<file path="config.mk">
export PLATFORM = sky130hd
export DESIGN_NAME = axis_fifo
export DESIGN_NICKNAME = d
export VERILOG_FILES = /design/src/rtl/sdr_pkg.sv /design/src/rtl/axis_fifo.sv
export SDC_FILE = /design/constraint.sdc
export NUM_CORES = 2
export LEC_CHECK = 0
export ABC_AREA = 0
export BUFFER_PORTS_ARGS = -buffer_cell sky130_fd_sc_hd__buf_4
export CORE_AREA = 5 5 386 388
export DETAILED_ROUTE_END_ITERATION = 6
export DIE_AREA = 0 0 391 393
export PLACE_DENSITY = 0.78
export SETUP_SLACK_MARGIN = 0.4
export SYNTH_ARGS = -nofsm -noshare
export SYNTH_HDL_FRONTEND = slang
export SYNTH_SLANG_ARGS = --single-unit
</file>
<file path="constraint.sdc">
create_clock -name bus_clk -period 5.6 [get_ports bus_clk]
set_input_delay 1.4 -clock bus_clk [delete_from_list [all_inputs] [get_ports bus_clk]]
set_output_delay 1.4 -clock bus_clk [all_outputs]
set_load 0.005 [all_outputs]
</file>
<file path="src/rtl/sdr_pkg.sv">
// SDR glue shared definitions
package sdr_pkg;

    ////////////////////
    // Radio samples
    ////////////////////
    localparam int SAMPLE_W = 12;
    localparam int IQ_W     = 32;
    localparam int I_MSB    = 31;
    localparam int Q_MSB    = 15;

    // Front-end GPIO word and its decoded bits
    localparam int FE_GPIO_W     = 8;
    localparam int FE_PA_BIT     = 7;
    localparam int FE_RX_RX2_BIT = 6;
    localparam int FE_TRX_TX_BIT = 5;
    localparam int FE_RX_TRX_BIT = 4;
    localparam int FE_TRX_RX_BIT = 3;

    ////////////////////
    // Codec control
    ////////////////////
    localparam int MISC_W             = 32;
    localparam int MISC_REF_SEL_BIT   = 0;
    localparam int MISC_CODEC_RST_BIT = 2;
    localparam int SPI_SEN_W          = 8;

    // Driven on the four codec control inputs
    localparam logic [3:0] CODEC_CTL_IN_VAL = 4'd1;

    // Settling time after clock lock
    localparam int SETTLE_CYCLES = 64;
    localparam int SETTLE_CNT_W  = 7;

    ////////////////////
    // Ethernet streams
    ////////////////////
    localparam int ETH_DATA_W  = 64;
    localparam int ETH_KEEP_W  = 8;
    localparam int ETH_FIFO_AW = 5;

    // One stream beat as stored in the FIFOs
    typedef struct packed {
        logic                  tlast;
        logic [ETH_KEEP_W-1:0] tkeep;
        logic [ETH_DATA_W-1:0] tdata;
    } eth_beat_t;

endpackage

</file>
<file path="src/rtl/axis_fifo.sv">
// Single-clock stream FIFO
`timescale 1ns/1ps

module axis_fifo import sdr_pkg::*; #(
    parameter type T  = eth_beat_t,
    parameter int  AW = ETH_FIFO_AW
) (
    input  logic bus_clk,
    input  logic global_rst,

    // Upstream side
    input  T     i_data,
    input  logic i_valid,
    output logic o_in_ready,

    // Downstream side
    output T     o_data,
    output logic o_valid,
    input  logic i_ready
);

    localparam int DEPTH = 2 ** AW;

    localparam logic [AW:0] FULL_CNT = (AW+1)'(DEPTH);

    T              mem [DEPTH];
    logic [AW-1:0] wr_ptr;
    logic [AW-1:0] rd_ptr;
    logic [AW:0]   count;
    logic          wr_en;
    logic          rd_en;

    ////////////////////
    // Flags
    ////////////////////
    assign o_in_ready = (count != FULL_CNT);
    assign o_valid    = (count != '0);

    assign wr_en = i_valid && o_in_ready;
    assign rd_en = o_valid && i_ready;

    // Head of queue
    assign o_data = mem[rd_ptr];

    ////////////////////
    // Storage
    ////////////////////
    always_ff @(posedge bus_clk) begin
        if (wr_en) begin
            mem[wr_ptr] <= i_data;
        end
    end

    // Pointers wrap on their own at the power of two depth
    always_ff @(posedge bus_clk or posedge global_rst) begin
        if (global_rst) begin
            wr_ptr <= '0;
            rd_ptr <= '0;
        end else begin
            if (wr_en) begin
                wr_ptr <= wr_ptr + 1'b1;
            end
            if (rd_en) begin
                rd_ptr <= rd_ptr + 1'b1;
            end
        end
    end

    // Occupancy
    always_ff @(posedge bus_clk or posedge global_rst) begin
        if (global_rst) begin
            count <= '0;
        end else begin
            case ({wr_en, rd_en})
                2'b10:   count <= count + 1'b1;
                2'b01:   count <= count - 1'b1;
                default: count <= count;
            endcase
        end
    end

    ////////////////////
    // Checks
    ////////////////////
    // Full and not drained means an offered beat was refused
    a_no_write_when_full : assert property (
        @(posedge bus_clk) disable iff (global_rst)
        (!o_in_ready && !rd_en) |=> !o_in_ready && (wr_ptr == $past(wr_ptr))
    ) else $error("FIFO accepted a beat while full");

    a_hold_under_stall : assert property (
        @(posedge bus_clk) disable iff (global_rst)
        (o_valid && !i_ready) |=> (o_valid && $stable(o_data))
    ) else $error("FIFO output changed under back-pressure");

endmodule

</file>
=== Word-level counts from Yosys, hierarchy flattened ===
Memories as Yosys holds them, arrays and structs flattened.
Cells that the tools add are included.

* Register bits after elaboration: 16
* Memories kept: 1
* Bits of input ports: 77
* RAM bits: 2336

{| class="wikitable"
|+ Memories
! name !! depth !! width !! rd ports !! clocked after memory_dff !! wr ports !! line !! source
|-
| mem || 32 || 73 || 1 || 0 || 1 || axis_fifo.sv:26 || <nowiki>T mem [DEPTH];</nowiki>
|}

* Add/sub/neg operators: 4
* Reduce and logical (&&, ||, !) cells: 4
* Equal/unequal tests: 3
* Multiplexer cells: 3

{| class="wikitable"
|+ Operators by type and width
! operator !! count
|-
| 6-bit case mux with 2 select lines || 1
|-
| 5-bit by 1-bit adder with 5-bit output, second input constant || 2
|-
| 6-bit by 1-bit adder with 6-bit output, second input constant || 1
|-
| 6-bit != test, second input constant || 1
|-
| 6-bit nonzero test || 1
|-
| 6-bit by 1-bit subtractor with 6-bit output, second input constant || 1
|-
| 2-bit by 1-bit equality test with 1-bit output, second input constant || 1
|-
| 2-bit equality test, second input constant || 1
|-
| 1-bit logical AND || 2
|-
| 1-bit two-way mux || 2
|-
| 2-bit nonzero test || 1
|}

=== Logic depth before layout (Yosys ltp) ===
* Word-level depth: 4
* Mapped depth: 11

=== Least setup slack after synthesis ===
OpenSTA, ideal clock, no wires.

* Kind: input -> register
* Start: input port i_valid
* End: memory mem[29][0] (netlist name) (enable)
* Path slack: 0.065 ns
* Setup time: 0.505 ns
* Data required time: 5.095 ns
* Buffers on the path: 1
* Stages on the path: 4
* Arrival time: 5.030 ns
* Path through: o31a_1 > clkbuf_1 > nand2_1 > nor2_1

* Longest elaborated chain between the ends: 3

{| class="wikitable"
|+ Ends and longest elaborated chain
! what !! line !! source
|-
| from (decl) || axis_fifo.sv:13 || <nowiki>input logic i_valid,</nowiki>
|-
| 1-bit logical AND || axis_fifo.sv:39 || <nowiki>assign wr_en = i_valid && o_in_ready;</nowiki>
|-
| 1-bit two-way mux || axis_fifo.sv:49 || <nowiki>if (wr_en) begin</nowiki>
|-
| 1-bit two-way mux (not written as such) || axis_fifo.sv:50 || <nowiki>mem[wr_ptr] <= i_data;</nowiki>
|-
| to (decl) || axis_fifo.sv:26 ||
|}

No other way between the ends.

==> results.md <==
- Clock Pin Slew Worst Setup and Hold Paths: 0.06 ns
- Final TNS setup: 0 ns
- Share of the synthesized area in the top cell type: 78.6%
- Mapped Avg Cell Area: 22.5 µm²
- Worst Slack Setup Final: 0.329 ns
- Cells after synthesis: 3967
- Die area: 154000 µm²
- CTS Hold Bufs: 0
- Nets: 4341
- Hold WS: 0.548 ns
- Top Ports: 152
- RSZ-0062 raised after global routing: yes
- Max-cap viol count: 0
- Hold depth: 2
- Tot GR Track Use: 29.4%
- Critical-path top delay cell: dfrtp_4
- Startpoint Class: flip-flop
- Synthesized net count: 4055
- Max Freq: 0.190 GHz
- Number of routed nets with antenna violations: 0
- CTS tree: done
- Vias in the first global route: 45600
- Worst Hold Class: reg -> reg
- Iter 0 DRT Violations: 6807
- Routability cong.: 0.756
- Synth Area in XOR/XNOR: 0.108%
- Simple-gate share of the synthesized area: 0.998%
- DR WL/cell: 35.2 µm
- I/O Buffers: 151
- Pre-CTS setup slack: 1.06 ns
- CTS H-tree depth: 4
- CP cell instances: buf_16, mux4_2, a22o_1, a2111oi_0, buf_4, nor3_1, buf_4
- Total wire length: 224000 µm
- Die width: 391 µm
- Adder-Cell Fraction of Synth Area: 0.163%
- Async S/R FF share, synth: 0.680%
- Worst setup EP type: output pin
- Peak VDD IR: 0.532 mV
- Count of cell types in the netlist: 56
- Delay-heaviest family, CP: buffers and inverters
- Root Driver: clkbuf_16
- Post-layout instance area: 100000 µm²
- Crit path time final: 5.27 ns
- Final Hold Vio Count: 0
- Register area share after synthesis: 79.1%
- R2R cell count: 5
- Synth warn: 0
- Pwr per Cell Area: 492 nW/µm²
- Die height: 393 µm
- Clock sink count: 2352
- Critical path class: reg -> out
- CP bufs+invs: 3
- Rel. slew slack: 22.0%
- Largest stage delay, worst path: 0.61 ns
- Setup Skew: 0.0314 ns
- Initial antenna violation count: 8
- CP required: 4.20 ns
- Most frequent CP cell: buf_4
- Cell taking the most area after synthesis: edfxtp_1
- Via count: 44700
- Lkg Pwr: 32.0 nW
- Initial core utilization: 61.5%
- Outcome: finished clean
- Crit Path Max Fanout: 129
- # rows: 140
- Post-Place Cells: 5949
- Cts bufs inserted: 214
- Fin crit share: 94.1%
- Compound-Gate Fraction of Synth Area: 3.86%
- Worst-Margin Slew: 1.17 ns
- Critical path depth: 7
- CP arrival: 3.87 ns
- Grt ovf: 0
- First-pass GRT wire length: 320000 µm
- #FFs+latches synth: 2352
- Mux cell area share after synthesis: 14.4%
- Post-detail-place hpwl: 108000 µm
- Length of the first detailed-routing pass in iterations: 6
- Syn Std Cell Area: 89200 µm²
- Most common flop cell mapped by yosys: edfxtp_1
- P&R area growth vs syn: 12.4%
- DRC Markers: 0
- Largest net degree at the start of global routing: 130
- Clk_lat worst skew: 0.87 ns
- Top cells by area, synth: edfxtp_1 (79%), mux4_2 (11%), mux2i_1 (3.3%), o22ai_1 (0.77%), a22oi_1 (0.68%)
- CTS Buffer Depth: 3
- Placed Area: 93400 µm²
- Max-slew violations: 0
- Finished Layout Cells: 6354
- Core Area: 145000 µm²
- Final setup vio count: 0
- Largest family of logic cells by synthesized area: multiplexers
- Layout cells sized above 1: 24.7%
- Average vias per placed instance: 7.04
- Post-synth EDFFs: 2336
cells by family after synthesis:
group / Yosys count
AO/OA/AOI/OAI: 464
AND/OR/NAND/NOR: 162
multiplexers: 731
adder cells (fa/ha/maj): 11
buffers and inverters: 236
XOR/XNOR: 11
flip-flops: 2352
final cells by class:
type,count,area (µm²)
fill,8338,44800
timing repair buffer,295,2820
multi-input combinational,1380,17800
tap,1917,2400
clock buffer,261,5570
inverter,10,37.5
sequential,2352,70600
clock inverter,135,1070
antenna,4,10.0
cell usage in the layout, fill, tap and decap left out, types with 11 or more instances in the layout:
cell type / n
a22o_1: 46
nand2_1: 30
a22oi_1: 81
o221ai_1: 45
bufinv_16: 12
clkinv_1: 65
nor2b_1: 11
mux2i_1: 291
mux4_2: 439
a221o_1: 18
clkinv_2: 34
o22ai_1: 110
edfxtp_1: 2336
nor2_4: 33
o22a_1: 18
nor2_1: 21
a211oi_1: 71
dfrtp_1: 11
buf_4: 249
clkbuf_1: 45
a21oi_1: 46
buf_12: 40
clkbuf_16: 216
sequential cells by signal, summed over array words and instances, names as in the netlist:
| register | cells |
|---|---|
| count | 6 |
| rd_ptr | 5 |
| mem | 2336 |
| wr_ptr | 5 |
per-layer routing:
metal | wire (µm) | share of wire, % | global-route usage [%] | up-vias
met3 | 28000 | 13 | 7.31 | 548
met2 | 110000 | 49 | 47.4 | 3356
met4 | 7400 | 3.3 | 9.41 | 8
li1 | - | - | - | 17600
met1 | 78100 | 35 | 40.6 | 23200
met5 | 52 | 0.023 | 0 | -
what timing repair did:
action / 4_1_cts / 5_1_grt
pin swaps: 1 / 0
setup buffers: 3 / 0
gates resized for setup: 5 / 6
gates cloned: 2 / 0
endpoints found under the setup margin: 50 / 18
synth_stat cells, types with 2 or more instances:
master,count
o22a_1,18
ha_1,10
mux2i_1,291
buf_4,54
nor4_2,8
o221ai_1,45
clkbuf_1,71
or3b_2,3
a21oi_1,46
nor3_1,10
or2_2,2
or3_1,2
nor4_1,11
a211oi_1,74
nor2b_1,13
nand4_1,3
nor4b_1,2
a221o_1,18
a2111oi_0,6
o31a_1,2
a22o_1,46
and4b_1,2
clkbuf_2,2
mux4_2,439
buf_2,76
a22oi_1,81
edfxtp_1,2336
xnor2_1,8
buf_1,9
a2111oi_2,4
inv_1,10
xor2_1,3
nor2_1,54
o21ai_0,7
nand3_1,5
nand3b_1,6
nand2_1,30
o22ai_1,110
dfrtp_1,16
buf_6,14
nor4bb_1,4
nand2b_1,2
per-stage QoR:
stage / power (mW) / util, %
after floorplan: 30.2 / -
after global placement: 35.1 / 64.4
after detailed placement: 35.3 / 64.4
after CTS: 49.4 / 69.1
after global routing: 51.0 / 69.1
final: 49.4 / 69.1
worst min-delay path, stage by stage, from the launching register on:
cell and delay (ns):
dfrtp_1 0.39, nand2_1 0.06, o21ai_0 0.06
path summary, 6_finish.rpt:
path | startpoint | to | slack, ns
max | rd_ptr[1]$_DFFE_PP0P_ | o_data[8] | 0.33
min | count[2]$_DFFE_PP0P_ | count[2]$_DFFE_PP0P_ | 0.55
max reg2reg | count[0]$_DFFE_PP0P_ | mem[8][24]$_DFFE_PP_ | 2.15
min reg2reg | count[2]$_DFFE_PP0P_ | count[2]$_DFFE_PP0P_ | 0.55
max in group asynchronous | global_rst | rd_ptr[0]$_DFFE_PP0P_ | 4.21
min in group asynchronous | global_rst | count[0]$_DFFE_PP0P_ | 0.73
power by group:
group | switching [mW] | internal (mW)
Sequential | 0.487 | 20.5
Clock | 6.32 | 7.64
Combinational | 8.23 | 6.23
Note: power is estimated with default switching activity, not from simulation.
