===== config.mk =====
export PLATFORM = sky130hd
export DESIGN_NAME = clock_ready_timer
export DESIGN_NICKNAME = d
export VERILOG_FILES = /design/src/rtl/sdr_pkg.sv /design/src/rtl/clock_ready_timer.sv
export SDC_FILE = /design/constraint.sdc
export NUM_CORES = 1
export LEC_CHECK = 0
export BUFFER_PORTS_ARGS = -buffer_cell sky130_fd_sc_hd__buf_4
export CAP_MARGIN = 30
export CORE_AREA = 3 3 40 42
export CTS_BUF_LIST = sky130_fd_sc_hd__clkbuf_8 sky130_fd_sc_hd__clkbuf_16
export DETAILED_ROUTE_END_ITERATION = 8
export DIE_AREA = 0 0 43 45
export SLEW_MARGIN = 10
export SYNTH_ARGS = -nofsm -noshare
export SYNTH_HDL_FRONTEND = slang
export SYNTH_SLANG_ARGS = --single-unit

===== constraint.sdc =====
create_clock -name bus_clk -period 2.7 [get_ports bus_clk]
set_input_delay 0.27 -clock bus_clk [delete_from_list [all_inputs] [get_ports bus_clk]]
set_output_delay 0.27 -clock bus_clk [all_outputs]
set_load 0.05 [all_outputs]

===== src/rtl/sdr_pkg.sv =====
// SDR glue shared definitions
package sdr_pkg;

    ////////////////////
    // Radio samples
    ////////////////////
    localparam int SAMPLE_W = 12;
    localparam int IQ_W     = 32;
    localparam int I_MSB    = 31;
    localparam int Q_MSB    = 15;

    // Front-end GPIO word and its decoded bits
    localparam int FE_GPIO_W     = 8;
    localparam int FE_PA_BIT     = 7;
    localparam int FE_RX_RX2_BIT = 6;
    localparam int FE_TRX_TX_BIT = 5;
    localparam int FE_RX_TRX_BIT = 4;
    localparam int FE_TRX_RX_BIT = 3;

    ////////////////////
    // Codec control
    ////////////////////
    localparam int MISC_W             = 32;
    localparam int MISC_REF_SEL_BIT   = 0;
    localparam int MISC_CODEC_RST_BIT = 2;
    localparam int SPI_SEN_W          = 8;

    // Driven on the four codec control inputs
    localparam logic [3:0] CODEC_CTL_IN_VAL = 4'd1;

    // Settling time after clock lock
    localparam int SETTLE_CYCLES = 64;
    localparam int SETTLE_CNT_W  = 7;

    ////////////////////
    // Ethernet streams
    ////////////////////
    localparam int ETH_DATA_W  = 64;
    localparam int ETH_KEEP_W  = 8;
    localparam int ETH_FIFO_AW = 5;

    // One stream beat as stored in the FIFOs
    typedef struct packed {
        logic                  tlast;
        logic [ETH_KEEP_W-1:0] tkeep;
        logic [ETH_DATA_W-1:0] tdata;
    } eth_beat_t;

endpackage


===== src/rtl/clock_ready_timer.sv =====
// Clocks ready settling timer
`timescale 1ns/1ps

module clock_ready_timer import sdr_pkg::*; (
    input  logic bus_clk,
    input  logic global_rst,
    input  logic i_pll_locked,
    output logic o_clocks_ready
);

    localparam logic [SETTLE_CNT_W-1:0] LAST_CNT = SETTLE_CNT_W'(SETTLE_CYCLES - 1);

    logic [SETTLE_CNT_W-1:0] settle_cnt;

    // Count from the first locked edge, then hold ready
    always_ff @(posedge bus_clk or posedge global_rst) begin
        if (global_rst) begin
            settle_cnt     <= '0;
            o_clocks_ready <= 1'b0;
        end else if (!i_pll_locked) begin
            // Lock lost so start over
            settle_cnt     <= '0;
            o_clocks_ready <= 1'b0;
        end else if (!o_clocks_ready) begin
            settle_cnt     <= settle_cnt + 1'b1;
            o_clocks_ready <= (settle_cnt == LAST_CNT);
        end
    end

    // Ready must drop right after any unlocked edge
    a_ready_needs_lock : assert property (
        @(posedge bus_clk) disable iff (global_rst)
        !$past(i_pll_locked) |-> !o_clocks_ready
    ) else $error("clocks ready high after lock was lost");

endmodule


---- Word level (Yosys, flattened, before mapping) ----
Index checks and enable logic that the tools add are counted.
storage, ports and cells
  register bits after elaboration ......... 8
  bits of input ports ..................... 3
  logic and storage cells ................. 9
cells by class
  add/sub/neg operators ................... 1
  equality and inequality tests ........... 2
  multiplexer cells ....................... 4
operators by type and width
  operator                                              count
  2-to-1 mux 7 bit                                      2
  adder 7 x 1 -> 7 bit (second input constant)          1
  equality test 7 x 6 -> 1 bit (second input constant)  1
  2-to-1 mux 1 bit                                      2
  inequality test 2 bit (second input constant)         1

---- Logic depth before layout (Yosys ltp) ----
Gate-level depths: netlist (run 1).
  word-level depth ........................ 3
  mapped depth ............................ 4
  mapped depth without buffers ............ 4

---- Least setup slack after synthesis (run 1) ----
OpenSTA, ideal clock, no wires.
  path kind ............................... flip-flop to flip-flop
  start point ............................. register o_clocks_ready
  end point ............................... register settle_cnt[4]
  setup time .............................. 0.078 ns
  arrival time ............................ 1.296 ns
  setup slack ............................. 1.327 ns
  cell stages (with the launch flop) ...... 4
  buffers on the path ..................... 0
  clock period less this slack ............ 1.373 ns
  cell sequence ........................... dfrtp_1 > nand2b_4 > or3_1 > a21boi_1
on the way
  longest elaborated chain between the ends .. 1
RTL lines
  what                             RTL line                 text
  start, declared                  clock_ready_timer.sv:8   output logic o_clocks_ready
  start signal, assigned           clock_ready_timer.sv:26  o_clocks_ready <= (settle_cnt == LAST_CNT);
  inequality test 2 bit (no line)  --
  end signal, assigned             clock_ready_timer.sv:25  settle_cnt <= settle_cnt + 1'b1;
  end, declared                    clock_ready_timer.sv:13  logic [SETTLE_CNT_W-1:0] settle_cnt;
No other way between the ends.
A chain may end at the register's enable or synchronous reset.

---- Worst setup path in the final report (run 1) ----
  start point ............................. register settle_cnt[0]
  end point ............................... register settle_cnt[6]
on the way
  longest elaborated chain between the ends .. 3
RTL lines
  what                  RTL line                 text
  adder 7 x 1 -> 7 bit  clock_ready_timer.sv:25
  2-to-1 mux 7 bit      clock_ready_timer.sv:24  end else if (!o_clocks_ready) begin
  2-to-1 mux 7 bit      clock_ready_timer.sv:20  end else if (!i_pll_locked) begin
No other way between the ends. The select of a mux whose other input is x is not followed.

==> out/metrics.yaml, run 1 <==
status: "finished, final reports clean"
timing.critical_path.to_type: "register"
slew_headroom: 0.795
post_cts.resized_instances: 0
cts_tree: "built"
ant_nets: 0
timing.final.crit_share: 0.461
dr_total_vias: 268
fp.dieH_um: 45
floorplan.initialDensity: 0.302
unrepaired_setup_endpoints_after_global_routing: "no"
globalRouteOverflowTotal: 0
cell_area_placed_um2: 429
worstSetupEndpoint: "settle_cnt[6]"
post_synth_main_area_contributors: "dfrtp_1 (52%), xnor2_1 (6.8%), and2_1 (4.8%), a21boi_1 (3.9%), nand2b_4 (3.5%)"
finalHoldViolCount: 0
syn-mean-instance-area_um2: 11.4
fp.dieW_um: 43
cts_hold_buf: 1
grt_start_max_net_pins: 10
cts-root-buf: "clkbuf_8"
ys_seq_elements: 8
clock_insertion_delay_worst_skew_ns: 0.22
row_count: 13
globalplace.congestion: 0.687
place.detailed.instances: 52
finalNetCount: 47
yosysWarnings: 0
ir_worst_vdd_mv: 0.321
rr_worst_depth: 4
setup_viol_count_final: 0
filler_cell_count: 123
post_layout_nonfiller_instances: 56
grtUsageTotal: 0.0908
critPathLaunchType: "register"
area.growth.synth_to_final_pct: 23.9
worst_setup_hold_path_clk_slew_ns: 0.04
netlist_instances: 34
timing.critical_path.required_ns: 2.85
number_of_design_rule_violations_left_by_the_first_detailed_router_iteration: 8
final_max_slew_viol_count: 0
worst_ep_arrival_time_ns: 1.39
cts.sinks: 8
synth-seq-area-share: 0.516
worstReg2RegStart: "settle_cnt[0]"
antenna_cells: 0
cp_cell_sequence: "ha_1 -> nand2b_4 -> or3_1 -> a21boi_1"
synth_top_area_frac: 0.516
finalClockSkew_ns: 0.00266
postCtsSetupBuffers: 0
wire_per_inst_um: 11.9
clk_path_buf_depth: 2
hold_path.class: "input pin to register"
count_of_buffers_from_port_buffering: 3
die_area_um2: 1940
grt_first_pass_wirelength_um: 1270
avgViaCountPerCell: 4.79
critical_path.max_stage_delay_ns: 0.37
cap_violations: 0
synth_cell_types: 19
worstReg2RegEnd: "settle_cnt[6]"
synth_top_cell_by_area: "dfrtp_1"
numCtsBuffers: 3
drt-pass1-iter-count: 3
cell_area_power_density_nw_per_um2: 594
worst-path-max-fanout: 5
post-route-min-period_ns: 1.24
grt_antenna_before_repair: 0
postLayoutCellArea_um2: 480
via_count_of_the_first_global_routing_pass: 301
timing.critical_path.slowest_stage_cell: "dfrtp_1"
reg2reg_setup_slack_ns: 1.46
fin_setup_tns_ns: 0
io_pins: 4
post_synth_instance_area_um2: 388
route.final.wire_length_um: 665
drcViolationCount: 0
clock.fmax_mhz: 804
timing.setup.critical_path_class: "register to register"
placeableCoreArea_um2: 1280
final_layout_size_suffix_gt1_frac: 0.171
max_slew.worst_pin.slew_ns: 0.307
static-leakage-power_nw: 0.201
crit_start: "settle_cnt[0]"
cts-htree-levels: 1
number_of_nets_in_the_synthesized_netlist: 38
## worst max-delay path, delay by kind of cell (launching register included)
family / cells / cell delay (ns)
and+or+nand+nor: 2 / 0.43
adders and majority gates: 1 / 0.22
AOI/OAI and AO/OA: 1 / 0.14
DFF: 1 / 0.37
## sequential cells by signal, summed over array words and instances (netlist names)
signal and count:
o_clocks_ready 1, settle_cnt 7
## cell type report
class	instances	area, um2	area share
clock buffers	3	41.3	0.0859
inverters	1	3.75	0.00781
multi-input cells	25	184	0.383
flip-flops and latches	8	200	0.417
well taps	15	18.8	0.0391
repair buffers	4	32.5	0.0677
## Yosys cell counts
master	instances
ha_1	1
xnor2_1	3
nand2b_4	1
nand4b_1	1
nor2b_1	1
dfrtp_1	8
o21ai_0	2
nand2_1	2
o211ai_1	1
and2_1	3
a21boi_1	2
nand4_1	1
or3_1	2
o21a_1	1
nor3b_1	1
inv_1	1
o31ai_1	1
nand2b_1	1
mux2i_1	1
## cell usage in the layout (no fill, tap or decap), types with 2 or more instances in the layout
| cell | count |
|---|---|
| o21ai_0 | 2 |
| dfrtp_1 | 8 |
| or3_1 | 2 |
| xnor2_1 | 3 |
| clkbuf_8 | 3 |
| and2_1 | 3 |
| nand2_1 | 2 |
| buf_4 | 3 |
| a21boi_1 | 2 |
## power by group
group | internal [W] | leakage, nW | switching [W]
sequential | 0.000124 | 0.109 | 0.00000361
clock | 0.0000962 | 0.0216 | 0.0000424
combinational | 0.00000986 | 0.0705 | 0.00000904
## cells by family (layout without fill, tap and decap cells)
family / count (synthesis) / in the layout / synth area share
adder cells (fa/ha/maj): 1 / 1 / 0.0323
flip-flops: 8 / 8 / 0.516
multiplexers: 1 / 1 / 0.0258
buffers and inverters: 1 / 8 / 0.00967
AND/OR/NAND/NOR: 13 / 13 / 0.226
AO/OA/AOI/OAI: 7 / 7 / 0.123
XOR/XNOR: 3 / 3 / 0.0678
## per-stage QoR
stage / power, W / utilization / hold WS (ns) / setup WS [ns]
detailed placement: 0.000147 / 0.334 / 0.236 / 1.46
global placement: 0.000146 / 0.334 / 0.224 / 1.49
floorplan: 0.000141 / - / 0.0857 / 1.33
global route: 0.000301 / 0.374 / 0.335 / 1.38
finish: 0.000285 / 0.374 / 0.327 / 1.46
CTS: 0.000289 / 0.374 / 0.325 / 1.45
## layer usage
| layer | routed length (um) | vias to the layer above | GRT usage |
|---|---|---|---|
| li1 | - | 137 | - |
| met1 | 279 | 126 | 0.0965 |
| met3 | 22 | 0 | 0.0239 |
| met2 | 364 | 5 | 0.153 |
| met4 | 0 | 0 | 0.0723 |
| met5 | 0 | - | 0 |
## worst min-delay path by stage
stage | end | cells past startpoint | from | slack [ns]
5_1_grt | o_clocks_ready | 2 | i_pll_locked | 0.34
3_3_place_gp | settle_cnt[5] | 2 | global_rst | 0.22
2_1_floorplan | o_clocks_ready | 1 | global_rst | 0.09
4_1_cts | o_clocks_ready | 2 | i_pll_locked | 0.33
6_report | o_clocks_ready | 2 | i_pll_locked | 0.33
3_5_place_dp | settle_cnt[5] | 2 | global_rst | 0.24
Power figures use the tool's default switching activity.
==> run 2, diff against run 1 <==
==> constraint.sdc (replaced) <==
create_clock -name bus_clk -period 1.1 [get_ports bus_clk]
set_input_delay 0.11 -clock bus_clk [delete_from_list [all_inputs] [get_ports bus_clk]]
set_output_delay 0.11 -clock bus_clk [all_outputs]
set_load 0.05 [all_outputs]
==> run 2 against run 1 <==
Effect of this change: the flow now finishes with violations (setup timing); largest power group unchanged; wire length is 13% higher; clock-buffer cell count stayed put; clock skew hardly changed; maximum frequency is 6.4% higher; sequential power is 150% higher; clock power grew to 2.6 times the previous value; critical path type unchanged.
==> out/metrics.yaml, run 2 (synthesis results as in run 1) <==
dr_total_vias: 307  # +15%
worstReg2RegStart: "settle_cnt[1]"
worst_ep_arrival_time_ns: 1.27  # -0.12 ns
ant_nets: 0  # unchanged
reg2reg_setup_slack_ns: -0.07  # -1.53 ns
mostFrequentLayoutCells: "dfrtp_1 (7), buf_4 (5), xnor2_1 (3), and2_1 (3), clkbuf_8 (3)"
post-route-min-period_ns: 1.17  # -0.0743 ns
grt_first_pass_wirelength_um: 1270  # unchanged
route.final.wire_length_um: 753  # +13%
clock.fmax_mhz: 855  # +6.4%
cts_tree: "built"
setup_slack_ns: -0.0692  # -1.53 ns
clock_insertion_delay_worst_skew_ns: 0.23  # about the same
min_to: "o_clocks_ready"
final_common_cell: "dfrtp_1"
grt_antenna_before_repair: 0  # unchanged
drcViolationCount: 0  # unchanged
number_of_design_rule_violations_left_by_the_first_detailed_router_iteration: 3  # -5
wire_per_inst_um: 12.3  # +4.0%
slew_headroom: 0.795  # about the same
largestRegisters: "settle_cnt x7, o_clocks_ready x1"
timing.final.crit_share: 1.06  # +0.602
finalCoreUtilization: 0.417  # +0.0428
timing.critical_path.required_ns: 1.20  # -1.65 ns
worstReg2RegEnd: "settle_cnt[5]"
globalRouteOverflowTotal: 0  # unchanged
register_area_um2: 201  # +0.62%
io_pins: 4  # unchanged
unrepaired_setup_endpoints_after_global_routing: "yes"
grt_start_max_net_pins: 10  # unchanged
die_area_um2: 1940  # unchanged
via_count_of_the_first_global_routing_pass: 317  # +5.3%
cts.sinks: 8  # unchanged
worst-path-max-fanout: 3  # -2
avgViaCountPerCell: 5.03  # +5.2%
fp.dieW_um: 43  # unchanged
filler_cell_count: 125  # +1.6%
grtUsageTotal: 0.0968  # +0.00605
finalHoldViolCount: 0  # unchanged
floorplan.initialDensity: 0.302  # unchanged
finalNetCount: 51  # +8.5%
globalplace.congestion: 0.770  # +12%
static-leakage-power_nw: 0.225  # +12%
multiInputGateArea_um2: 196  # +6.8%
setup_viol_count_final: 5  # +5
timing.setup.critical_path_class: "register to register"
hold_start: "i_pll_locked"
registers.top_by_ff_count: "settle_cnt"
max_slew.worst_pin.slew_ns: 0.308  # +0.000697 ns
ir_worst_vdd_mv: 0.693  # +120%
report.power.total_w: 0.000742  # +160%
cts-root-buf: "clkbuf_8"
numCtsBuffers: 3  # unchanged
cell_area_power_density_nw_per_um2: 1380  # +130%
timing.critical_path.to_type: "register"
largest_register_ff_count: 7  # unchanged
worst_setup_hold_path_clk_slew_ns: 0.04  # about the same
area.growth.synth_to_final_pct: 38.1
cts-htree-levels: 1  # unchanged
worst_hold_depth: 2  # unchanged
worst_hold_margin_ns: 0.156  # -0.171 ns
status: "finished, violations left"
drt-pass1-iter-count: 4  # +1
fp.dieH_um: 45  # unchanged
placeableCoreArea_um2: 1280  # unchanged
final_layout_size_suffix_gt1_frac: 0.283  # +0.112
rr_worst_depth: 4  # unchanged
final_max_slew_viol_count: 0  # unchanged
clk_path_buf_depth: 2  # unchanged
violations: "setup timing"
critPathLaunchType: "register"
finalClockSkew_ns: 0.00303  # +0.000364 ns
antenna_cells: 0  # unchanged
count_of_buffers_from_port_buffering: 3  # unchanged
hold_path.class: "input pin to register"
cap_violations: 0  # unchanged
row_count: 13  # unchanged
-- run 2: changes by cell type in the layout (fill, tap and decap cells not counted) --
cell,before,now
dfrtp_1,8,7
dfrtp_2,0,1
inv_1,1,2
ha_1,1,0
buf_4,3,5
buf_6,0,2
ha_4,0,1
-- run 2: per-stage QoR --
step | setup TNS [ns] | cell area (um2) | setup WS (ns) | std cells
2_1_floorplan | -0.392 | 389 | -0.135 | 34
3_3_place_gp | -0.0324 | 453 | -0.0286 | 55
3_5_place_dp | -0.139 | 453 | -0.0930 | 55
4_1_cts | -0.175 | 520 | -0.0604 | 60
5_1_grt | -0.507 | 536 | -0.141 | 61
6_report | -0.214 | 536 | -0.0692 | 61
-- run 2: repair_timing --
item | 4_1_cts | 5_1_grt
hold endpoints to repair | 8 | 0
endpoints found under the setup margin | 3 | 5
setup buffers | 0 | 1
gates resized for setup | 2 | 2
hold buffers | 1 | 0
pin swaps | 0 | 7
-- run 2: routing by layer --
metal  routed length [um]  GRT usage  part of all wire
met5                    0          0                 0
met4                   44      0.108             0.058
met3                   41     0.0359             0.054
met2                  375      0.150              0.50
met1                  292     0.0945              0.39
-- run 2: worst max path at each step --
| stage | from | end | slack [ns] | cells past startpoint |
|---|---|---|---|---|
| 2_1_floorplan | o_clocks_ready | settle_cnt[6] | -0.13 | 3 |
| 3_3_place_gp | settle_cnt[0] | settle_cnt[6] | -0.03 | 4 |
| 3_5_place_dp | settle_cnt[1] | settle_cnt[6] | -0.09 | 4 |
| 4_1_cts | settle_cnt[1] | settle_cnt[6] | -0.06 | 4 |
| 5_1_grt | settle_cnt[1] | settle_cnt[6] | -0.14 | 4 |
| 6_report | settle_cnt[1] | settle_cnt[5] | -0.07 | 4 |
-- run 2: cell type report --
class,count,share of cell area
Sequential cell,8,0.376
Multi-Input combinational cell,25,0.367
Timing Repair Buffer,8,0.131
Clock buffer,3,0.0771
Tap cell,15,0.0350
Clock inverter,1,0.00701
Inverter,1,0.00701
-- run 2: critical path, cell delays in order, from the launching register on --
cell and delay [ns]:
dfrtp_1 0.41, buf_4 0.14, nand4b_1 0.16, o211ai_1 0.23, o31ai_1 0.10
-- run 2: report_power, final --
part           switching [W]  internal (W)  leakage (nW)   total, W
logic              0.0000278     0.0000387        0.0910  0.0000666
registers          0.0000113      0.000305         0.108   0.000316
clock network       0.000117      0.000242        0.0269   0.000359
