<file path="config.mk">
export PLATFORM = sky130hd
export DESIGN_NAME = codec_ctrl
export DESIGN_NICKNAME = d
export VERILOG_FILES = /design/src/rtl/sdr_pkg.sv /design/src/rtl/codec_ctrl.sv
export SDC_FILE = /design/constraint.sdc
export NUM_CORES = 1
export LEC_CHECK = 0
export ABC_AREA = 1
export CAP_MARGIN = 20
export CELL_PAD_IN_SITES_DETAIL_PLACEMENT = 0
export CELL_PAD_IN_SITES_GLOBAL_PLACEMENT = 1
export CORE_AREA = 2 2 39 41
export DETAILED_ROUTE_END_ITERATION = 16
export DIE_AREA = 0 0 41 43
export DONT_BUFFER_PORTS = 1
export PLACE_DENSITY_LB_ADDON = 0.1
export SYNTH_ARGS = -nofsm -noshare
export SYNTH_HDL_FRONTEND = slang
export SYNTH_SLANG_ARGS = --single-unit
export TNS_END_PERCENT = 50
</file>
<file path="constraint.sdc">
create_clock -name bus_clk -period 0.8 [get_ports bus_clk]
set_input_delay 0 -clock bus_clk [delete_from_list [all_inputs] [get_ports bus_clk]]
set_output_delay 0 -clock bus_clk [all_outputs]
set_load 0.01 [all_outputs]
</file>
<file path="src/rtl/sdr_pkg.sv">
// SDR glue shared definitions
package sdr_pkg;

    ////////////////////
    // Radio samples
    ////////////////////
    localparam int SAMPLE_W = 12;
    localparam int IQ_W     = 32;
    localparam int I_MSB    = 31;
    localparam int Q_MSB    = 15;

    // Front-end GPIO word and its decoded bits
    localparam int FE_GPIO_W     = 8;
    localparam int FE_PA_BIT     = 7;
    localparam int FE_RX_RX2_BIT = 6;
    localparam int FE_TRX_TX_BIT = 5;
    localparam int FE_RX_TRX_BIT = 4;
    localparam int FE_TRX_RX_BIT = 3;

    ////////////////////
    // Codec control
    ////////////////////
    localparam int MISC_W             = 32;
    localparam int MISC_REF_SEL_BIT   = 0;
    localparam int MISC_CODEC_RST_BIT = 2;
    localparam int SPI_SEN_W          = 8;

    // Driven on the four codec control inputs
    localparam logic [3:0] CODEC_CTL_IN_VAL = 4'd1;

    // Settling time after clock lock
    localparam int SETTLE_CYCLES = 64;
    localparam int SETTLE_CNT_W  = 7;

    ////////////////////
    // Ethernet streams
    ////////////////////
    localparam int ETH_DATA_W  = 64;
    localparam int ETH_KEEP_W  = 8;
    localparam int ETH_FIFO_AW = 5;

    // One stream beat as stored in the FIFOs
    typedef struct packed {
        logic                  tlast;
        logic [ETH_KEEP_W-1:0] tkeep;
        logic [ETH_DATA_W-1:0] tdata;
    } eth_beat_t;

endpackage

</file>
<file path="src/rtl/codec_ctrl.sv">
// AD9364 codec control
`timescale 1ns/1ps

module codec_ctrl import sdr_pkg::*; (
    input  logic                 bus_clk,
    input  logic                 global_rst,

    // Misc output word from the host
    input  logic [MISC_W-1:0]    i_misc_outs,

    // Reference inputs
    input  logic                 i_ext_ref_is_pps,
    input  logic                 i_pps_in,
    input  logic                 i_clkin_10mhz,

    // Host SPI master
    input  logic [SPI_SEN_W-1:0] i_spi_sen,
    input  logic                 i_spi_sclk,
    input  logic                 i_spi_mosi,
    input  logic                 i_cat_spi_do,

    output logic                 o_cat_resetn,
    output logic                 o_clkin_10mhz_req,
    output logic                 o_ext_ref,
    output logic                 o_spi_miso,
    output logic                 o_cat_spi_en,
    output logic                 o_cat_spi_di,
    output logic                 o_cat_spi_clk
);

    logic [MISC_W-1:0] misc_outs_r;
    logic              ref_sel;
    logic              codec_rst;
    logic              codec_sel_n;

    ////////////////////
    // Misc register
    ////////////////////
    always_ff @(posedge bus_clk or posedge global_rst) begin
        if (global_rst) begin
            misc_outs_r <= '0;
        end else begin
            misc_outs_r <= i_misc_outs;
        end
    end

    assign ref_sel   = misc_outs_r[MISC_REF_SEL_BIT];
    assign codec_rst = misc_outs_r[MISC_CODEC_RST_BIT];

    // Codec reset pin is active low
    assign o_cat_resetn      = ~codec_rst;
    assign o_clkin_10mhz_req = ref_sel;

    ////////////////////
    // Reference mux
    ////////////////////
    // PPS wins, then 10 MHz if selected
    assign o_ext_ref = i_ext_ref_is_pps ? i_pps_in :
                       ref_sel          ? i_clkin_10mhz : 1'b0;

    ////////////////////
    // SPI gating
    ////////////////////
    // Enable line is active low and only the codec hangs off bit 0
    assign codec_sel_n = i_spi_sen[0];

    assign o_cat_spi_en  = codec_sel_n;
    assign o_cat_spi_clk = ~codec_sel_n & i_spi_sclk;
    assign o_cat_spi_di  = ~codec_sel_n & i_spi_mosi;
    assign o_spi_miso    = i_cat_spi_do;

    // Deselected codec sees a quiet bus
    a_spi_quiet_when_idle : assert property (
        @(posedge bus_clk) disable iff (global_rst)
        i_spi_sen[0] |-> (!o_cat_spi_clk && !o_cat_spi_di)
    ) else $error("SPI clock or data active while codec deselected");

endmodule

</file>
# --- Word-level counts from Yosys, hierarchy flattened ---
# Cells that the tools add are included.
totals:
  wordCells: 7
  reg_bits: 3
  inputBits: 48
  output_inout_bits: 7
op_classes:
  bitwise_logic: 4
  muxes: 2
ops:
  columns: ["operator", "count"]
  rows:
  - ["$and A1 B1 Y1", 2]
  - ["$mux W1", 2]
  - ["$not A1 Y1", 2]

# --- Depth between registers and ports, before layout ---
# Gate-level depths: netlist of the first run.
depth:
  depth_word: 2
  mapped_depth: 3
  mapped_depth_nobuf: 3

# --- Least setup slack after synthesis of the first run ---
# No wires, ideal clock.
synth_timing:
  path_kind: "reg-to-output"
  from: "reg misc_outs_r[0]"
  to: "out o_ext_ref"
  arrival_ps: 545
  path_buffers: 0
  required_time_ps: 800
  path_stages_with_launch: 3
  setup_slack_ps: 255
  cell_sequence: "dfrtp_1 -> nand3_2 -> nand2_2"
synth_via:
  elab_chain_len: 2
synth_rtl:
  columns: ["item", "line", "text"]
  rows:
  - ["start: declaration", "codec_ctrl.sv:31", "logic [MISC_W-1:0] misc_outs_r;"]
  - ["start signal: assignment", "codec_ctrl.sv:43", "misc_outs_r <= i_misc_outs;"]
  - ["$mux W1", "codec_ctrl.sv:59", "ref_sel ? i_clkin_10mhz : 1'b0;"]
  - ["$mux W1", "codec_ctrl.sv:58", "assign o_ext_ref = i_ext_ref_is_pps ? i_pps_in :"]
  - ["end: declaration", "codec_ctrl.sv:24", "output logic o_ext_ref,"]
# No other way between the ends.

# --- Final worst setup path of the first run ---
# Same ends and word-level chain as after synthesis.

==> flow_metrics.py, run 1 <==
metrics = {
    "status": {
        "status": "complete, no violations",
    },
    "sta": {
        "slew_viol_final": 0,
        "relSlewSlack_pct": 85.6,
        "worstMarginPinSlew_ns": 0.215,
        "fin_crit_sh_pct": 99.2,
        "min_period_ns": 0.794,
        "final_hold_viol_count": 0,
        "setup-violations-final": 0,
        "max_freq_ghz": 1.26,
        "rsz0062_at_grt": "yes",
        "fin_ws_ns": 0.00634,
    },
    "setup_path": {
        "endpoint_kind": "output port",
        "crit_chain": "nand3_2, nand2_2",
        "crit_start": "misc_outs_r[0]",
        "cpMaxStageDelayCell": "dfrtp_2",
        "slowest_delay_ns": 0.43,
        "critPathArrivalTime_ns": 0.79,
        "crit_buf_inv": 0,
        "cp-start-kind": "flip-flop",
        "crit_fanout": 2,
        "cp_data_required_time_ns": 0.80,
        "critPathKind": "flip-flop to output port",
        "critPathTopFamily": "flip-flops",
    },
    "synth": {
        "synth-seq-cells": 2,
        "synth_warnings": 0,
        "synth-seq-area-share_pct": 44.9,
        "syn_nets": 62,
        "synth_area_um2": 111,
        "avgSynthCellArea_um2": 7.95,
        "synth.distinct_cells": 7,
        "synthCells": 14,
    },
    "run": {
        "maxCapViolCount": 0,
    },
    "finish": {
        "layout_common_cells": "inv_1 (5), clkbuf_4 (3), dlygate4sd3_1 (3), nor2_1 (2)",
        "fillers": 163,
        "diodes": 0,
        "layout.cells.most_common": "inv_1",
        "fin_nets": 68,
        "utilization_pct": 12.3,
        "fin_cells": 34,
        "largestRegisters": "misc_outs_r x2",
        "stdcell_area_um2": 170,
        "drive_above_1_share_pct": 33.3,
        "regMostFlops": "misc_outs_r",
        "area_delta_synth_final_pct": 52.8,
        "largest_reg_flops": 2,
    },
    "clocking": {
        "cts_buffer_depth": 2,
        "clkTransAtPathRegs_ns": 0.03,
        "cts_max_level": 1,
        "cts_tree": "built",
        "cts_setup_buffers": 0,
        "clock-sinks": 2,
        "root_buffer": "clkbuf_4",
        "numCtsBuffers": 3,
    },
    "routing": {
        "wl_per_cell_um": 7.65,
        "route.detailed.drc": 0,
        "wl_um": 260,
        "ant_nets": 0,
        "firstDrtPassIters": 1,
        "via_per_inst": 2.65,
        "drt_iter0_markers": 0,
        "via_count": 90,
    },
    "die": {
        "initial_core_util_pct": 8.05,
        "core_um2": 1380,
        "rows": 14,
        "dieArea_um2": 1760,
        "io_pins": 55,
        "die_height_um": 43,
        "die_w_um": 41,
    },
    "global_route": {
        "antenna_found_initial": 0,
        "grt_first_pass_wirelength_um": 324,
        "grt_max_degree": 4,
        "grt_usage_pct": 3.31,
        "grt_pass1_vias": 92,
        "grt-ovfl-total": 0,
    },
    "placed_design": {
        "io_buffer_count": 0,
        "dp_cells": 28,
        "place_congestion": 0.484,
        "post-place-ws_ns": 0.205,
        "dpl_cell_area_um2": 116,
        "dp.final_hpwl_um": 192,
    },
    "power": {
        "p_leak_nw": 0.0885,
        "ir_worst_vdd_uv": 687,
        "p_per_area_nw_per_um2": 2160,
    },
    "hold_path": {
        "hold_start": "i_spi_sen[0]",
        "hp-class": "primary input to output port",
    },
}
metal layers:
metal | share of wire [%] | GRT usage, % | vias to the layer above
li1 | - | - | 44
met3 | 14 | 1.57 | 0
met1 | 23 | 1.92 | 37
met2 | 62 | 4.69 | 9
met5 | 0 | 0 | -
met4 | 0 | 6.00 | 0
worst paths after layout:
kind / endpoint / slack, ns / depth (start not counted)
setup / recovery: o_ext_ref / 0.006 / 2
hold / removal: o_cat_spi_en / 0.00002 / 0
max in group asynchronous: misc_outs_r[0] / 0.61 / 2
min in group asynchronous: misc_outs_r[2] / 0.07 / 2
synthesized netlist by cell type:
library cell | count | area [um^2]
inv_1 | 5 | 18.8
buf_4 | 2 | 15.0
dfrtp_1 | 2 | 50.1
nand2_2 | 1 | 6.26
nand3_2 | 1 | 10.0
nand2_1 | 1 | 3.75
nor2_1 | 2 | 7.51
logic make-up after synthesis:
group	Yosys count	synth area share, %
simple gates	5	24.7
buf+inv	7	30.3
flops	2	44.9
layout make-up:
type / count / area, um^2 / area share [%]
flip-flops and latches: 2 / 51.3 / 30.1
well taps: 16 / 20.0 / 11.8
multi-input cells: 5 / 27.5 / 16.2
clock buffers: 3 / 22.5 / 13.2
inverters: 5 / 18.8 / 11.0
repair buffers: 3 / 30.0 / 17.6
stage by stage:
| stage | TNS (ns) | power (W) | hold slack [ns] |
|---|---|---|---|
| 2_1_floorplan | 0 | 0.000142 | -0.259 |
| 3_3_place_gp | 0 | 0.000136 | -0.257 |
| 3_5_place_dp | 0 | 0.000136 | -0.253 |
| 4_1_cts | -0.0435 | 0.000387 | 0.0000882 |
| 5_1_grt | -0.0286 | 0.000392 | 0.000100 |
| 6_report | 0 | 0.000368 | 0.0000162 |
what timing repair did:
action	in CTS	in global routing
pin swaps	0	1
gates resized for setup	0	1
hold buffers	3	0
endpoints found under the setup margin	1	1
endpoints found under the hold margin	4	0
power by group:
part           total (W)  switching (W)  internal (W)
Sequential      0.000112     0.00000434      0.000108
Clock           0.000222      0.0000569      0.000165
Combinational  0.0000336      0.0000174     0.0000161
No activity file was read; power rests on OpenSTA's default activity.
==> inputs of run 2 (changes only) <==
Settings changed: CTS_BUF_LIST set to sky130_fd_sc_hd__clkbuf_16.
==> run 2 against run 1 <==
Wire length is 3.8% higher. Critical path type unchanged. Global-route usage is 0.10 points higher. Largest power group unchanged. Non-clock buffer count is the same.
==> flow_metrics.py, run 2 (same netlist as run 1, synthesis figures left out) <==
metrics = {
    "finish": {
        "largest_reg_flops": 2,
        "regMostFlops": "misc_outs_r",
        "area_delta_synth_final_pct": 100,
        "final-seq-area_um2": 51.3,
        "diodes": 0,
        "drive_above_1_share_pct": 33.3,
        "fillers": 156,
        "largestRegisters": "misc_outs_r x2",
        "layout.cells.most_common": "inv_1",
        "multi_input_area_um2": 27.5,
        "fin_cells": 34,
        "stdcell_area_um2": 223,
        "fin_nets": 68,
        "layout_common_cells": "inv_1 (5), clkbuf_16 (3), dlygate4sd3_1 (3), nor2_1 (2)",
    },
    "sta": {
        "max_freq_ghz": 1.27,
        "final_hold_viol_count": 0,
        "min_period_ns": 0.788,
        "rsz0062_at_grt": "yes",
        "worstMarginPinSlew_ns": 0.215,
        "setup-violations-final": 0,
        "relSlewSlack_pct": 85.6,
        "setup_tns_ns": 0,
        "slew_viol_final": 0,
        "fin_crit_sh_pct": 98.5,
    },
    "placed_design": {
        "dp.final_hpwl_um": 192,
        "dpl_cell_area_um2": 116,
        "place_congestion": 0.484,
        "io_buffer_count": 0,
        "dp_cells": 28,
    },
    "setup_path": {
        "crit_chain": "nand3_2, nand2_2",
        "cpMaxStageDelayCell": "dfrtp_2",
        "endpoint_kind": "output port",
        "critPathArrivalTime_ns": 0.79,
        "crit_fanout": 2,
        "slowest_delay_ns": 0.42,
        "cp-start-kind": "flip-flop",
        "critPathKind": "flip-flop to output port",
        "cp_data_required_time_ns": 0.80,
    },
    "power": {
        "p_per_area_nw_per_um2": 3990,
        "ir_worst_vdd_uv": 1530,
        "total_power_w": 0.000890,
        "p_leak_nw": 0.112,
    },
    "clocking": {
        "numCtsBuffers": 3,
        "cts_max_level": 1,
        "clock-sinks": 2,
        "cts_setup_buffers": 0,
        "clkTransAtPathRegs_ns": 0.03,
        "cts_tree": "built",
        "cts_buffer_depth": 2,
        "root_buffer": "clkbuf_16",
    },
    "global_route": {
        "grt_max_degree": 4,
        "antenna_found_initial": 0,
        "grt_usage_pct": 3.41,
        "grt_first_pass_wirelength_um": 338,
        "grt-ovfl-total": 0,
        "grt_pass1_vias": 92,
    },
    "run": {
        "maxCapViolCount": 0,
    },
    "routing": {
        "drt_iter0_markers": 0,
        "firstDrtPassIters": 1,
        "route.detailed.drc": 0,
        "ant_nets": 0,
        "via_per_inst": 2.65,
        "wl_per_cell_um": 7.94,
        "via_count": 90,
        "wl_um": 270,
    },
    "hold_path": {
        "hp-class": "primary input to output port",
    },
    "die": {
        "rows": 14,
        "io_pins": 55,
        "core_um2": 1380,
        "dieArea_um2": 1760,
        "die_height_um": 43,
        "die_w_um": 41,
        "initial_core_util_pct": 8.05,
    },
    "status": {
        "status": "complete, no violations",
    },
}
-- run 2: worst paths after layout --
path,start,to,cells past startpoint
worst max-delay path,misc_outs_r[0],o_ext_ref,2
worst min-delay path,i_spi_sen[0],o_cat_spi_en,0
max in group asynchronous,global_rst,misc_outs_r[0],2
min in group asynchronous,global_rst,misc_outs_r[2],2
-- run 2: cell type report --
class                   count  area share (%)
repair buffers              3            13.5
well taps                  16            8.99
multi-input cells           5            12.4
flip-flops and latches      2            23.0
inverters                   5            8.43
clock buffers               3            33.7
-- run 2: power breakdown --
| part | switching (W) | internal (W) |
|---|---|---|
| Combinational | 0.0000174 | 0.0000161 |
| Clock | 0.000109 | 0.000635 |
| Sequential | 0.00000434 | 0.000108 |
| Total | 0.000130 | 0.000759 |
-- run 2: worst max-delay path, delay by kind of cell, from the launching register on --
kind / cells / cell delay, ns
DFF: 1 / 0.42
and+or+nand+nor: 2 / 0.14
-- run 2: per-layer routing --
layer | vias up | global-route usage [%] | routed length (um)
li1 | 44 | - | -
met1 | 37 | 2.24 | 73
met2 | 9 | 4.69 | 161
met3 | 0 | 1.57 | 36
met4 | 0 | 6.00 | 0
met5 | - | 0 | 0
-- run 2: timing repair --
item                                    in CTS  in global routing
hold buffers                                 3                  0
endpoints found under the setup margin       1                  1
pin swaps                                    0                  1
hold endpoints to repair                     4                  0
gates resized for setup                      0                  1
-- run 2: stage by stage --
step,setup WS (ns),util [%],hold WS (ns)
after detailed placement,0.205,8.41,-0.253
after CTS,-0.0309,16.0,0.0000882
after global placement,0.209,8.41,-0.257
after global routing,-0.0170,16.1,0.000100
final,0.0116,16.1,0.0000162
after floorplan,0.255,-,-0.259
==> inputs of run 3 (changes only) <==
Settings changed: CORE_AREA 2 2 39 41 to 4 4 41 43, DIE_AREA 0 0 41 43 to 0 0 45 47.
==> run 3 against run 2 <==
First-iteration DRC count did not move. Setup slack gained 0.0051 ns. Clock-buffer cell count is the same. Flip-flop and latch count unchanged. Die area is 20% higher. Fmax increased by 0.65%. Power grew 0.35%. Sequential power barely moved. Non-clock buffer count stayed put. Clock power barely moved. Critical path depth did not move. Design area is 0.56% lower. Critical endpoint unchanged. Largest cell class unchanged. Largest power group unchanged.
==> flow_metrics.py, run 3 (same netlist as run 1, synthesis figures left out) <==
metrics = {
    "setup_path": {
        "endpoint_kind": "output port",
        "critPathArrivalTime_ns": 0.78,
        "slowest_delay_ns": 0.43,
        "cp_data_required_time_ns": 0.80,
        "cp-start-kind": "flip-flop",
        "crit_start": "misc_outs_r[0]",
        "crit_chain": "nand3_2, nand2_2",
        "critPathKind": "flip-flop to output port",
        "crit_fanout": 2,
        "cpMaxStageDelayCell": "dfrtp_2",
    },
    "die": {
        "die_height_um": 47,
        "core_um2": 1300,
        "dieArea_um2": 2120,
        "initial_core_util_pct": 8.56,
        "io_pins": 55,
        "die_w_um": 45,
        "rows": 13,
    },
    "power": {
        "clockPowerShare_pct": 83.7,
        "p_per_area_nw_per_um2": 4030,
        "p_leak_nw": 0.112,
        "cellInternalPower_w": 0.000759,
        "switching_share_pct": 14.9,
        "switching_power_w": 0.000133,
        "pwr-share-comb_pct": 3.7,
        "ir_worst_vdd_uv": 1520,
        "pwr-share-seq_pct": 12.6,
    },
    "finish": {
        "layout.cells.most_common": "inv_1",
        "fin_cells": 33,
        "utilization_pct": 17.0,
        "fin_nets": 68,
        "area_delta_synth_final_pct": 98.9,
        "drive_above_1_share_pct": 33.3,
        "layout_common_cells": "inv_1 (5), clkbuf_16 (3), dlygate4sd3_1 (3), nor2_1 (2)",
        "fillers": 144,
        "largestRegisters": "misc_outs_r x2",
        "largest_reg_flops": 2,
        "regMostFlops": "misc_outs_r",
        "diodes": 0,
        "stdcell_area_um2": 221,
    },
    "sta": {
        "max_freq_ghz": 1.28,
        "rsz0062_at_grt": "no",
        "worstMarginPinSlew_ns": 0.210,
        "min_period_ns": 0.783,
        "slew_viol_final": 0,
        "final_hold_viol_count": 0,
        "relSlewSlack_pct": 85.9,
        "setup_tns_ns": 0,
        "fin_crit_sh_pct": 97.9,
        "setup-violations-final": 0,
        "fin_ws_ns": 0.0167,
    },
    "routing": {
        "wl_per_cell_um": 8.73,
        "route.detailed.drc": 0,
        "via_per_inst": 2.85,
        "firstDrtPassIters": 1,
        "drt_iter0_markers": 0,
        "ant_nets": 0,
        "via_count": 94,
        "wl_um": 288,
    },
    "global_route": {
        "grt-ovfl-total": 0,
        "grt_pass1_vias": 61,
        "grt_first_pass_wirelength_um": 310,
        "grt_max_degree": 4,
        "grt_usage_pct": 2.85,
        "antenna_found_initial": 0,
    },
    "clocking": {
        "cts_tree": "built",
        "cts_max_level": 1,
        "numCtsBuffers": 3,
        "clock-sinks": 2,
        "cts_buffer_depth": 2,
        "root_buffer": "clkbuf_16",
        "clkTransAtPathRegs_ns": 0.03,
    },
    "status": {
        "status": "complete, no violations",
    },
    "placed_design": {
        "post-place-ws_ns": 0.203,
        "place_congestion": 0.528,
        "dp.final_hpwl_um": 206,
        "io_buffer_count": 0,
        "dpl_cell_area_um2": 115,
        "dp_cells": 27,
    },
    "hold_path": {
        "hold_start": "i_spi_sen[0]",
        "hp-class": "primary input to output port",
    },
    "run": {
        "maxCapViolCount": 0,
    },
}
-- run 3: what timing repair did --
| item | in CTS | in global routing |
|---|---|---|
| hold buffers | 3 | 0 |
| hold endpoints to repair | 4 | 0 |
| resized for setup | 1 | 0 |
| setup endpoints to repair | 1 | 1 |
| setup buffers | 0 | 0 |
| pin swaps | 1 | 1 |
-- run 3: final timing paths --
check / to / slack [ns] / depth (start not counted)
setup / recovery: o_ext_ref / 0.02 / 2
hold / removal: o_cat_spi_en / 0.0001 / 0
max in group asynchronous: misc_outs_r[0] / 0.61 / 2
min in group asynchronous: misc_outs_r[0] / 0.08 / 2
-- run 3: area by class of cell --
| class | instances | area [um^2] | share of cell area, % |
|---|---|---|---|
| Clock buffer | 3 | 75.1 | 33.9 |
| Sequential cell | 2 | 51.3 | 23.2 |
| Timing Repair Buffer | 3 | 30.0 | 13.6 |
| Multi-Input combinational cell | 5 | 27.5 | 12.4 |
| Inverter | 5 | 18.8 | 8.47 |
| Tap cell | 15 | 18.8 | 8.47 |
-- run 3: power by group through the flow --
stage / clock (W) / sequential (W) / combinational [W]
after global routing: 0.000783 / 0.000113 / 0.0000365
final: 0.000747 / 0.000112 / 0.0000333
after global placement: 0 / 0.000113 / 0.0000229
after floorplan: 0 / 0.000112 / 0.0000308
after CTS: 0.000769 / 0.000112 / 0.0000337
after detailed placement: 0 / 0.000113 / 0.0000224
-- run 3: worst max-delay path: cells and delay by family (launching register included) --
kind | cells | cell delay [ns]
flip-flops | 1 | 0.43
AND/OR/NAND/NOR | 2 | 0.13
-- run 3: per-layer routing --
metal  global-route usage, %  part of all wire (%)  up-vias
li1                        -                     -       44
met1                    1.37                    29       36
met5                       0                     0        -
met4                    7.02                     0        0
met2                    3.95                    48       14
met3                    1.53                    23        0
-- run 3: stage by stage --
stage / power (W) / hold WS [ns]
after floorplan: 0.000142 / -0.259
after global placement: 0.000136 / -0.255
after detailed placement: 0.000135 / -0.255
after CTS: 0.000915 / 0.000191
after global routing: 0.000932 / 0.0000348
final: 0.000893 / 0.000137
